### src/hw/dma_rd_pkg.sv
// ##################################################
// Shared widths, encodings and payload structs of the
// DMA read engine, imported by every module header
// ##################################################
package dma_rd_pkg;

    // Bus geometry
    localparam int ADDR_W         = 32;
    localparam int DATA_W         = 32;
    localparam int BYTES_PER_BEAT = DATA_W / 8;
    localparam int BEAT_SHIFT     = $clog2(BYTES_PER_BEAT);
    localparam int AXI_LEN_W      = 8;
    localparam int MAX_BEATS      = 256;
    localparam int BYTE_LEN_W     = 11;

    // Buffering in the result block
    localparam int FIFO_DEPTH = 8;
    localparam int FIFO_PTR_W = $clog2(FIFO_DEPTH);
    localparam int FIFO_CNT_W = $clog2(FIFO_DEPTH + 1);
    localparam int STAT_DEPTH = 2;

    // No burst may cross this boundary
    localparam int PAGE_BYTES = 4096;
    localparam int PAGE_SHIFT = $clog2(PAGE_BYTES);

    typedef enum logic [1:0] {
        OP_NONE,
        OP_READ_INCR,
        OP_READ_FIXED,
        OP_READ_LOCK
    } rd_op_e;

    // AXI4 encodings
    typedef enum logic [1:0] {
        BURST_FIXED = 2'b00,
        BURST_INCR  = 2'b01
    } axi_burst_e;

    typedef enum logic [1:0] {
        RESP_OKAY,
        RESP_EXOKAY,
        RESP_SLVERR,
        RESP_DECERR
    } axi_resp_e;

    typedef struct packed {
        rd_op_e                op;
        logic [ADDR_W-1:0]     addr;
        logic [BYTE_LEN_W-1:0] byte_len;
    } rd_cmd_t;

    // Burst context, len is beats minus one
    typedef struct packed {
        logic [ADDR_W-1:0]    addr;
        logic                 fixed;
        logic                 lock;
        logic [AXI_LEN_W-1:0] len;
    } burst_ctx_t;

    typedef struct packed {
        logic [ADDR_W-1:0]    addr;
        logic [AXI_LEN_W-1:0] len;
        logic [2:0]           size;
        axi_burst_e           burst;
        logic                 lock;
    } axi_ar_t;

    typedef struct packed {
        logic [DATA_W-1:0] data;
        axi_resp_e         resp;
        logic              last;
    } axi_r_t;

    typedef struct packed {
        axi_resp_e resp;
        logic      rejected;
    } rd_status_t;

endpackage

### src/hw/dma_cmd_decode.sv
// ##################################################
// Four-phase command intake with legality checks,
// hands a burst context to execute or posts a reject
// ##################################################
`timescale 1ns/1ps

module dma_cmd_decode import dma_rd_pkg::*; (
    input  logic       clk,
    input  logic       rst_n,
    input  logic       i_cmd_req,
    input  rd_cmd_t    i_cmd,
    output logic       o_cmd_ack,
    output logic       o_ctx_valid,
    input  logic       i_ctx_ready,
    output burst_ctx_t o_ctx,
    output logic       o_rej_valid,
    input  logic       i_rej_ready
);

    typedef enum logic [1:0] {IDLE, ACK, WAIT_DROP} state_e;

    state_e                           state;
    rd_cmd_t                          cmd_q;
    logic                             hold_valid;
    logic                             hold_rej;
    burst_ctx_t                       hold_ctx;
    logic                             hold_clr;
    logic [PAGE_SHIFT:0]              page_end;
    logic [BYTE_LEN_W-BEAT_SHIFT-1:0] beats_m1;
    logic                             bad_len;
    logic                             reject;

    // Checks run on the captured command while ack is up
    always_comb begin
        page_end = (PAGE_SHIFT+1)'(cmd_q.addr[PAGE_SHIFT-1:0])
                 + (PAGE_SHIFT+1)'(cmd_q.byte_len);
        beats_m1 = cmd_q.byte_len[BYTE_LEN_W-1:BEAT_SHIFT]
                 - (BYTE_LEN_W-BEAT_SHIFT)'(1);
        // Zero, partial beat or longer than one burst
        bad_len  = (cmd_q.byte_len == '0)
                || (cmd_q.byte_len[BEAT_SHIFT-1:0] != '0)
                || (cmd_q.byte_len > BYTE_LEN_W'(MAX_BEATS * BYTES_PER_BEAT));
        reject   = (cmd_q.op == OP_NONE) || bad_len
                || (page_end > (PAGE_SHIFT+1)'(PAGE_BYTES));
    end

    // Intake FSM, a full holding entry stalls the next ack
    always_ff @(posedge clk or negedge rst_n) begin
        if (!rst_n) begin
            state <= IDLE;
        end else begin
            case (state)
                IDLE:      if (i_cmd_req && !hold_valid) state <= ACK;
                ACK:       state <= i_cmd_req ? WAIT_DROP : IDLE;
                WAIT_DROP: if (!i_cmd_req) state <= IDLE;
                default:   state <= IDLE;
            endcase
        end
    end

    assign o_cmd_ack = (state != IDLE);

    // Payload capture, the entry decodes one cycle after ack rises
    always_ff @(posedge clk) begin
        if (state == IDLE && i_cmd_req && !hold_valid) begin
            cmd_q <= i_cmd;
        end
        if (state == ACK) begin
            hold_rej       <= reject;
            hold_ctx.addr  <= cmd_q.addr;
            hold_ctx.fixed <= (cmd_q.op == OP_READ_FIXED);
            hold_ctx.lock  <= (cmd_q.op == OP_READ_LOCK);
            hold_ctx.len   <= beats_m1[AXI_LEN_W-1:0];
        end
    end

    assign hold_clr = (o_ctx_valid && i_ctx_ready) || (o_rej_valid && i_rej_ready);

    always_ff @(posedge clk or negedge rst_n) begin
        if (!rst_n) begin
            hold_valid <= 1'b0;
        end else if (state == ACK) begin
            hold_valid <= 1'b1;
        end else if (hold_clr) begin
            hold_valid <= 1'b0;
        end
    end

    // Legal entries go to execute, rejects to the status queue
    assign o_ctx_valid = hold_valid && !hold_rej;
    assign o_rej_valid = hold_valid && hold_rej;
    assign o_ctx       = hold_ctx;

endmodule

### src/hw/axi_rd_exec.sv
// ##################################################
// AXI4 read manager, issues AR early from a one-deep
// context buffer and moves R beats into the result FIFO
// ##################################################
`timescale 1ns/1ps

module axi_rd_exec import dma_rd_pkg::*; (
    input  logic              clk,
    input  logic              rst_n,
    input  logic              i_ctx_valid,
    output logic              o_ctx_ready,
    input  burst_ctx_t        i_ctx,
    output logic              o_ar_valid,
    input  logic              i_ar_ready,
    output axi_ar_t           o_ar,
    input  logic              i_r_valid,
    output logic              o_r_ready,
    input  axi_r_t            i_r,
    output logic              o_beat_valid,
    output logic [DATA_W-1:0] o_beat_data,
    input  logic              i_fifo_ready,
    output logic              o_stat_valid,
    output rd_status_t        o_stat,
    input  logic              i_stat_ready
);

    logic       buf_valid;
    burst_ctx_t buf_ctx;
    logic       cur_valid;
    burst_ctx_t cur_ctx;
    logic       ar_sent;
    logic       ctx_pop;
    logic       txn_active;
    logic       r_fire;
    logic       final_beat;
    axi_resp_e  resp_acc;
    axi_resp_e  resp_merged;

    // Buffered entry first, otherwise pass the port straight through
    always_comb begin
        cur_valid = buf_valid || i_ctx_valid;
        cur_ctx   = buf_valid ? buf_ctx : i_ctx;
    end

    assign o_ctx_ready = !buf_valid;

    // AR goes out as soon as a context shows up
    always_comb begin
        o_ar_valid = cur_valid && !ar_sent;
        o_ar.addr  = cur_ctx.addr;
        o_ar.len   = cur_ctx.len;
        o_ar.size  = 3'(BEAT_SHIFT);
        o_ar.burst = cur_ctx.fixed ? BURST_FIXED : BURST_INCR;
        o_ar.lock  = cur_ctx.lock;
    end

    // Context retires into the tracker once AR is done and the
    // previous burst is on its last beat
    assign ctx_pop = cur_valid && (!txn_active || final_beat) && (i_ar_ready || ar_sent);

    always_ff @(posedge clk or negedge rst_n) begin
        if (!rst_n) begin
            buf_valid  <= 1'b0;
            ar_sent    <= 1'b0;
            txn_active <= 1'b0;
        end else begin
            if (ctx_pop) begin
                buf_valid <= 1'b0;
            end else if (i_ctx_valid && o_ctx_ready) begin
                buf_valid <= 1'b1;
            end
            if (ctx_pop) begin
                ar_sent <= 1'b0;
            end else if (o_ar_valid && i_ar_ready) begin
                ar_sent <= 1'b1;
            end
            if (ctx_pop) begin
                txn_active <= 1'b1;
            end else if (final_beat) begin
                txn_active <= 1'b0;
            end
        end
    end

    always_ff @(posedge clk) begin
        if (i_ctx_valid && o_ctx_ready) begin
            buf_ctx <= i_ctx;
        end
    end

    // Last beat also needs a free status slot
    assign o_r_ready    = txn_active && i_fifo_ready && (!i_r.last || i_stat_ready);
    assign r_fire       = i_r_valid && o_r_ready;
    assign final_beat   = r_fire && i_r.last;
    assign o_beat_valid = r_fire;
    assign o_beat_data  = i_r.data;

    // Responses OR together over the burst
    assign resp_merged = axi_resp_e'(resp_acc | i_r.resp);

    always_ff @(posedge clk) begin
        if (ctx_pop) begin
            resp_acc <= RESP_OKAY;
        end else if (r_fire) begin
            resp_acc <= resp_merged;
        end
    end

    assign o_stat_valid    = final_beat;
    assign o_stat.resp     = resp_merged;
    assign o_stat.rejected = 1'b0;

endmodule

### src/hw/rd_result.sv
// ##################################################
// Data FIFO onto the read stream plus a status queue
// that drives the four-phase completion port
// ##################################################
`timescale 1ns/1ps

module rd_result import dma_rd_pkg::*; (
    input  logic              clk,
    input  logic              rst_n,
    input  logic              i_beat_valid,
    input  logic [DATA_W-1:0] i_beat_data,
    output logic              o_fifo_ready,
    input  logic              i_stat_valid,
    input  rd_status_t        i_stat,
    output logic              o_stat_ready,
    input  logic              i_rej_valid,
    output logic              o_rej_ready,
    output logic              o_rd_valid,
    input  logic              i_rd_ready,
    output logic [DATA_W-1:0] o_rd_data,
    output logic              o_done_req,
    output rd_status_t        o_done_stat,
    input  logic              i_done_ack
);

    typedef enum logic [1:0] {IDLE, REQ, WAIT_DROP} state_e;

    logic [DATA_W-1:0]     mem [FIFO_DEPTH];
    logic [FIFO_PTR_W-1:0] wr_ptr;
    logic [FIFO_PTR_W-1:0] rd_ptr;
    logic [FIFO_CNT_W-1:0] fifo_cnt;
    logic                  rd_pop;
    logic [STAT_DEPTH-1:0] q_valid;
    logic [STAT_DEPTH-1:0] q_valid_n;
    rd_status_t            q_stat   [STAT_DEPTH];
    rd_status_t            q_stat_n [STAT_DEPTH];
    logic [FIFO_CNT_W-1:0] q_cnt    [STAT_DEPTH];
    logic [FIFO_CNT_W-1:0] q_cnt_n  [STAT_DEPTH];
    logic [FIFO_CNT_W-1:0] open_cnt;
    logic [FIFO_CNT_W-1:0] open_cnt_n;
    logic                  pop_q0;
    logic                  pop_q1;
    logic                  pop_open;
    rd_status_t            push_stat;
    logic [FIFO_CNT_W-1:0] push_cnt;
    logic                  done_take;
    state_e                state;

    // Data FIFO, output comes straight from registers
    always_ff @(posedge clk) begin
        if (i_beat_valid) mem[wr_ptr] <= i_beat_data;
    end

    always_ff @(posedge clk or negedge rst_n) begin
        if (!rst_n) begin
            wr_ptr   <= '0;
            rd_ptr   <= '0;
            fifo_cnt <= '0;
        end else begin
            if (i_beat_valid) wr_ptr <= wr_ptr + FIFO_PTR_W'(1);
            if (rd_pop) rd_ptr <= rd_ptr + FIFO_PTR_W'(1);
            fifo_cnt <= fifo_cnt + FIFO_CNT_W'(i_beat_valid) - FIFO_CNT_W'(rd_pop);
        end
    end

    assign o_fifo_ready = (fifo_cnt != FIFO_CNT_W'(FIFO_DEPTH));
    assign o_rd_valid   = (fifo_cnt != '0);
    assign o_rd_data    = mem[rd_ptr];
    assign rd_pop       = o_rd_valid && i_rd_ready;

    // Execute wins the status slot over a reject
    assign o_stat_ready = !q_valid[STAT_DEPTH-1];
    assign o_rej_ready  = !q_valid[STAT_DEPTH-1] && !i_stat_valid;
    assign done_take    = (state == IDLE) && q_valid[0] && (q_cnt[0] == '0);

    always_comb begin
        // Popped beat belongs to the oldest entry still owning beats
        pop_q0     = rd_pop && q_valid[0] && (q_cnt[0] != '0);
        pop_q1     = rd_pop && !pop_q0 && q_valid[1] && (q_cnt[1] != '0);
        pop_open   = rd_pop && !pop_q0 && !pop_q1;
        open_cnt_n = open_cnt + FIFO_CNT_W'(i_beat_valid) - FIFO_CNT_W'(pop_open);
        push_stat  = i_stat_valid ? i_stat : rd_status_t'{resp: RESP_OKAY, rejected: 1'b1};
        push_cnt   = i_stat_valid ? open_cnt_n : '0;
        q_valid_n  = q_valid;
        q_stat_n   = q_stat;
        q_cnt_n    = q_cnt;
        if (pop_q0) q_cnt_n[0] = q_cnt[0] - FIFO_CNT_W'(1);
        if (pop_q1) q_cnt_n[1] = q_cnt[1] - FIFO_CNT_W'(1);
        // Head moves to the completion port, queue shifts down
        if (done_take) begin
            q_valid_n[0] = q_valid_n[1];
            q_stat_n[0]  = q_stat_n[1];
            q_cnt_n[0]   = q_cnt_n[1];
            q_valid_n[1] = 1'b0;
        end
        if ((i_stat_valid && o_stat_ready) || (i_rej_valid && o_rej_ready)) begin
            if (!q_valid_n[0]) begin
                q_valid_n[0] = 1'b1;
                q_stat_n[0]  = push_stat;
                q_cnt_n[0]   = push_cnt;
            end else begin
                q_valid_n[1] = 1'b1;
                q_stat_n[1]  = push_stat;
                q_cnt_n[1]   = push_cnt;
            end
        end
    end

    always_ff @(posedge clk or negedge rst_n) begin
        if (!rst_n) begin
            q_valid  <= '0;
            open_cnt <= '0;
            state    <= IDLE;
        end else begin
            q_valid  <= q_valid_n;
            // Beats of the finished burst now counted on its entry
            open_cnt <= (i_stat_valid && o_stat_ready) ? '0 : open_cnt_n;
            case (state)
                IDLE:      if (done_take) state <= REQ;
                REQ:       if (i_done_ack) state <= WAIT_DROP;
                WAIT_DROP: if (!i_done_ack) state <= IDLE;
                default:   state <= IDLE;
            endcase
        end
    end

    always_ff @(posedge clk) begin
        q_stat <= q_stat_n;
        q_cnt  <= q_cnt_n;
        if (done_take) o_done_stat <= q_stat[0];
    end

    assign o_done_req = (state == REQ);

endmodule

### src/hw/dma_rd_top.sv
// ##################################################
// DMA read engine top, decode feeds execute and both
// report into result; AXI read, stream and handshakes
// ##################################################
`timescale 1ns/1ps

module dma_rd_top import dma_rd_pkg::*; (
    input  logic              clk,
    input  logic              rst_n,
    // Command port
    input  logic              i_cmd_req,
    input  rd_cmd_t           i_cmd,
    output logic              o_cmd_ack,
    // AXI read manager
    output logic              o_ar_valid,
    input  logic              i_ar_ready,
    output axi_ar_t           o_ar,
    input  logic              i_r_valid,
    output logic              o_r_ready,
    input  axi_r_t            i_r,
    // Data stream
    output logic              o_rd_valid,
    input  logic              i_rd_ready,
    output logic [DATA_W-1:0] o_rd_data,
    // Completion port
    output logic              o_done_req,
    output rd_status_t        o_done_stat,
    input  logic              i_done_ack
);

    logic              ctx_valid;
    logic              ctx_ready;
    burst_ctx_t        ctx;
    logic              rej_valid;
    logic              rej_ready;
    logic              beat_valid;
    logic [DATA_W-1:0] beat_data;
    logic              fifo_ready;
    logic              stat_valid;
    rd_status_t        stat;
    logic              stat_ready;

    dma_cmd_decode u_decode (
        .clk, .rst_n,
        .i_cmd_req, .i_cmd, .o_cmd_ack,
        .o_ctx_valid (ctx_valid), .i_ctx_ready (ctx_ready), .o_ctx (ctx),
        .o_rej_valid (rej_valid), .i_rej_ready (rej_ready)
    );

    axi_rd_exec u_exec (
        .clk, .rst_n,
        .i_ctx_valid (ctx_valid), .o_ctx_ready (ctx_ready), .i_ctx (ctx),
        .o_ar_valid, .i_ar_ready, .o_ar,
        .i_r_valid, .o_r_ready, .i_r,
        .o_beat_valid (beat_valid), .o_beat_data (beat_data), .i_fifo_ready (fifo_ready),
        .o_stat_valid (stat_valid), .o_stat (stat), .i_stat_ready (stat_ready)
    );

    rd_result u_result (
        .clk, .rst_n,
        .i_beat_valid (beat_valid), .i_beat_data (beat_data), .o_fifo_ready (fifo_ready),
        .i_stat_valid (stat_valid), .i_stat (stat), .o_stat_ready (stat_ready),
        .i_rej_valid (rej_valid), .o_rej_ready (rej_ready),
        .o_rd_valid, .i_rd_ready, .o_rd_data,
        .o_done_req, .o_done_stat, .i_done_ack
    );

endmodule

### config.mk
export PLATFORM = sky130hd
export DESIGN_NAME = dma_rd_top
export DESIGN_NICKNAME = d
export VERILOG_FILES = /design/src/hw/dma_rd_pkg.sv /design/src/hw/dma_cmd_decode.sv /design/src/hw/axi_rd_exec.sv /design/src/hw/rd_result.sv /design/src/hw/dma_rd_top.sv
export SDC_FILE = /design/constraint.sdc
export NUM_CORES = 1
export LEC_CHECK = 0
export ABC_CLOCK_PERIOD_IN_PS = 8700
export BUFFER_PORTS_ARGS = -buffer_cell sky130_fd_sc_hd__buf_4
export CAP_MARGIN = 20
export CORE_MARGIN = 5
export CORE_UTILIZATION = 30
export CTS_CLUSTER_DIAMETER = 100
export CTS_CLUSTER_SIZE = 30
export DETAILED_ROUTE_END_ITERATION = 6
export PLACE_DENSITY = 0.57
export SYNTH_ARGS = -nofsm -noshare
export SYNTH_HDL_FRONTEND = slang
export SYNTH_SLANG_ARGS = --single-unit
### constraint.sdc
create_clock -name clk -period 8.7 [get_ports clk]
set_input_delay 0.87 -clock clk [delete_from_list [all_inputs] [get_ports clk]]
set_output_delay 0.87 -clock clk [all_outputs]
set_load 0.02 [all_outputs]
==> metrics.txt <==
design area 19,800 sq um; Worst VDD drop 0.000182 V; fin. max-slew vios 0; Final setup viols 0; Compound-Gate Fraction of Synth Area 2.52%; critical path peak fanout 47; Cells after Synth 885; fin crit period 4.07 ns; Port-buffer cells 168; drt first pass iters 5; CTS Buffer Depth 3; critical path launch point type register; vias 8,300; Layout Nets 1,178; Via density 4.55; flop and latch count out of synthesis 429; CP cell instances buf_4 -> mux4_2 -> mux2_2 -> buf_4; largest net degree at the start of global routing 48; Post-DP Area 19,200 sq um; Reg2Reg Depth 12; Slew headroom 34.8%; Detailed Place HPWL 21,700 microns; Ys Warns 0; largest family of logic cells by synthesized area multiplexers; Synth top area share 69.5%; post-synth top area cell edfxtp_1; r2r setup slk 5.52 ns; detailed-route DRC error count 0; most frequent cells in the layout edfxtp_1 (392), buf_4 (183), mux2_2 (73); Worst path depth 4; number of global-route vias before repair 8,754; CP arrival 3.20 ns; DR WL/cell 19.0 microns; Hold WC Path Type input pin to async pin; Starting Density 30.1%; clock root buffer master clkbuf_16; final setup TNS 0 ns; Worst Setup Path Type register to output pin; EDFF count, synth 392; power density cells 309 nW/um^2; GRT overflow 0; Worst Max-Slew Pin Slew 0.978 ns; average size of a mapped cell 19.1 sq um; post-synthesis mux area share 13.8%; FILL cells 5,361; hold buffers post-CTS 0; Post-DRT Antenna Nets 0; crit-path max cell delay 0.81 ns; ys flop type edfxtp_1; Ports 173; Final GP Congestion 0.761; crit path to o_rd_data[27]; most used cell, CP buf_4; Worst path top cell family by delay buffers and inverters; Diodes inserted 0; initial drt markers 517; register area share after synthesis 74.6%; worst path required time 7.83 ns; RSZ-0062 raised after global routing no; Yosys cell types 60; fin crit share 46.8%; worst r2r src u_result.fifo_cnt[2]$_DFF_PN0_; most common cell after layout, fill and taps aside edfxtp_1; Die Ht 248 microns; CTS Sinks 429; clock latency at the later pin of the worst-skew pair 0.54 ns; number of buffers created by CTS 20; H-tree levels 1; Reg area 12,600 sq um; Synth Area in XOR/XNOR 1.09%; status finished clean; P_leak 6.72 nW; Tot GR Track Use 11.0%; slowest library cell on the worst path buf_4; TritonCTS clock tree done; share of layout cells above drive strength 1 34.6%; Worst Path Buf+Inv 2; clock skew 0.0267 ns; asr flop ratio synth 5.59%; clock transition at the registers of the reported paths 0.12 ns; post_cts resized 0; die width 248 microns; Core Box Area 56,200 sq um; first-pass GRT wire length 52,700 microns; multi-input logic area 4100 sq um; Setup crit start u_result.rd_ptr[0]$_DFFE_PN0N_; Synth Cell Area 16,900 sq um; antenna violations before repair 2; Synth Area in Adders 2.35%; post-CTS setup buffer count 0; CP endpoint kind output pin; final wirelength 34,600 microns; Fin. Hold Viols 0; post-synthesis simple-gate area fraction 3.99%; Rows 87; top cells by area, synth edfxtp_1 (70%), mux4_2 (8.5%), mux2_2 (4.9%); capture point of the worst reg-to-reg path u_result.q_cnt[6]$_DFF_P_; die area 61,300 sq um; Synth-to-Final Area Change 17.1%; max-cap violations 0; Fmax achieved 246 MHz
-- how the worst min path moves through the flow --
stage,endpoint,cells past startpoint,startpoint
final,u_result.q_valid[0]$_DFF_PN0_,1,rst_n
after global routing,u_result.state[0]$_DFFE_PN0P_,1,rst_n
after CTS,u_result.q_valid[0]$_DFF_PN0_,1,rst_n
after detailed placement,u_decode.o_ctx[33]$_DFFE_PP_,0,u_decode.cmd_q[34]$_DFFE_PP_
after global placement,u_decode.o_ctx[34]$_DFFE_PP_,0,u_decode.cmd_q[35]$_DFFE_PP_
after floorplan,u_decode.o_ctx[22]$_DFFE_PP_,0,u_decode.cmd_q[23]$_DFFE_PP_
-- sequential cells by signal, summed over array words and instances, names as in the netlist, 3 cells and up --
signal	flops
u_result.o_done_stat	3
u_result.q_cnt	8
u_result.open_cnt	4
u_decode.o_ctx	42
u_result.rd_ptr	3
u_result.wr_ptr	3
u_exec.buf_ctx	42
u_result.mem	256
u_result.q_stat	6
u_result.fifo_cnt	4
u_decode.cmd_q	45
-- cells in the mapped netlist (5+ instances only) --
cell / n
nand2_1: 32
nor4_1: 7
buf_1: 6
a21o_1: 5
nor2_1: 35
mux2_2: 73
nor3_1: 9
clkbuf_1: 12
nor2b_1: 9
mux4_2: 64
a21oi_1: 14
ha_1: 27
xnor2_1: 11
nand2b_1: 10
o21ai_0: 15
xor2_1: 10
edfxtp_1: 392
mux2i_1: 7
dfrtp_1: 24
buf_2: 8
inv_1: 29
dfxtp_1: 13
-- per-stage QoR --
stage	worst slack (ns)	hold slack, ns	instances	util, %	power (mW)
final	4.63	0.205	1824	35.3	6.13
after global routing	4.30	0.215	1824	35.3	6.51
after global placement	5.13	0.401	1795	34.2	5.09
after detailed placement	5.11	0.406	1795	34.2	5.12
after floorplan	3.52	0.400	887	-	4.32
after CTS	4.49	0.190	1824	35.3	6.26
-- worst register-to-register path: stages (launching register included) --
cell and delay [ns]:
dfrtp_1 0.38, inv_1 0.10, ha_1 0.14, nor3b_1 0.40, nor2_1 0.14, nand2_1 0.29, clkinv_1 0.36, ha_1 0.35
fa_1 0.41, xnor2_1 0.14, nand2b_1 0.16, and2_1 0.14, a31oi_1 0.12
-- kinds of logic (layout without fill, tap and decap cells) --
logic type,count (synthesis),count (layout)
AND/OR/NAND/NOR,132,132
other,2,4
XOR/XNOR,21,21
AO/OA/AOI/OAI,65,65
multiplexers,144,144
adder cells (fa/ha/maj),30,30
flip-flops,429,429
buffers and inverters,62,243
-- per-layer routing --
layer	GRT usage [%]	part of all wire, %	up-vias
met1	14.1	42	4248
met2	19.1	49	202
met5	0	0.038	-
li1	-	-	3811
met4	2.11	1.5	2
met3	2.89	7.0	37
-- power by group --
group / switching, mW / internal, mW
clock network: 0.647 / 0.476
logic: 1.14 / 1.01
registers: 0.228 / 2.63
total: 2.01 / 4.12
-- area by class of cell --
class	instances	share of cell area, %
Multi-Input combinational cell	396	20.7
Timing Repair Buffer	183	6.93
Tap cell	756	4.77
Clock buffer	22	2.78
Sequential cell	429	63.8
Inverter	31	0.612
Clock inverter	7	0.473
(Power assumes the default switching activity.)
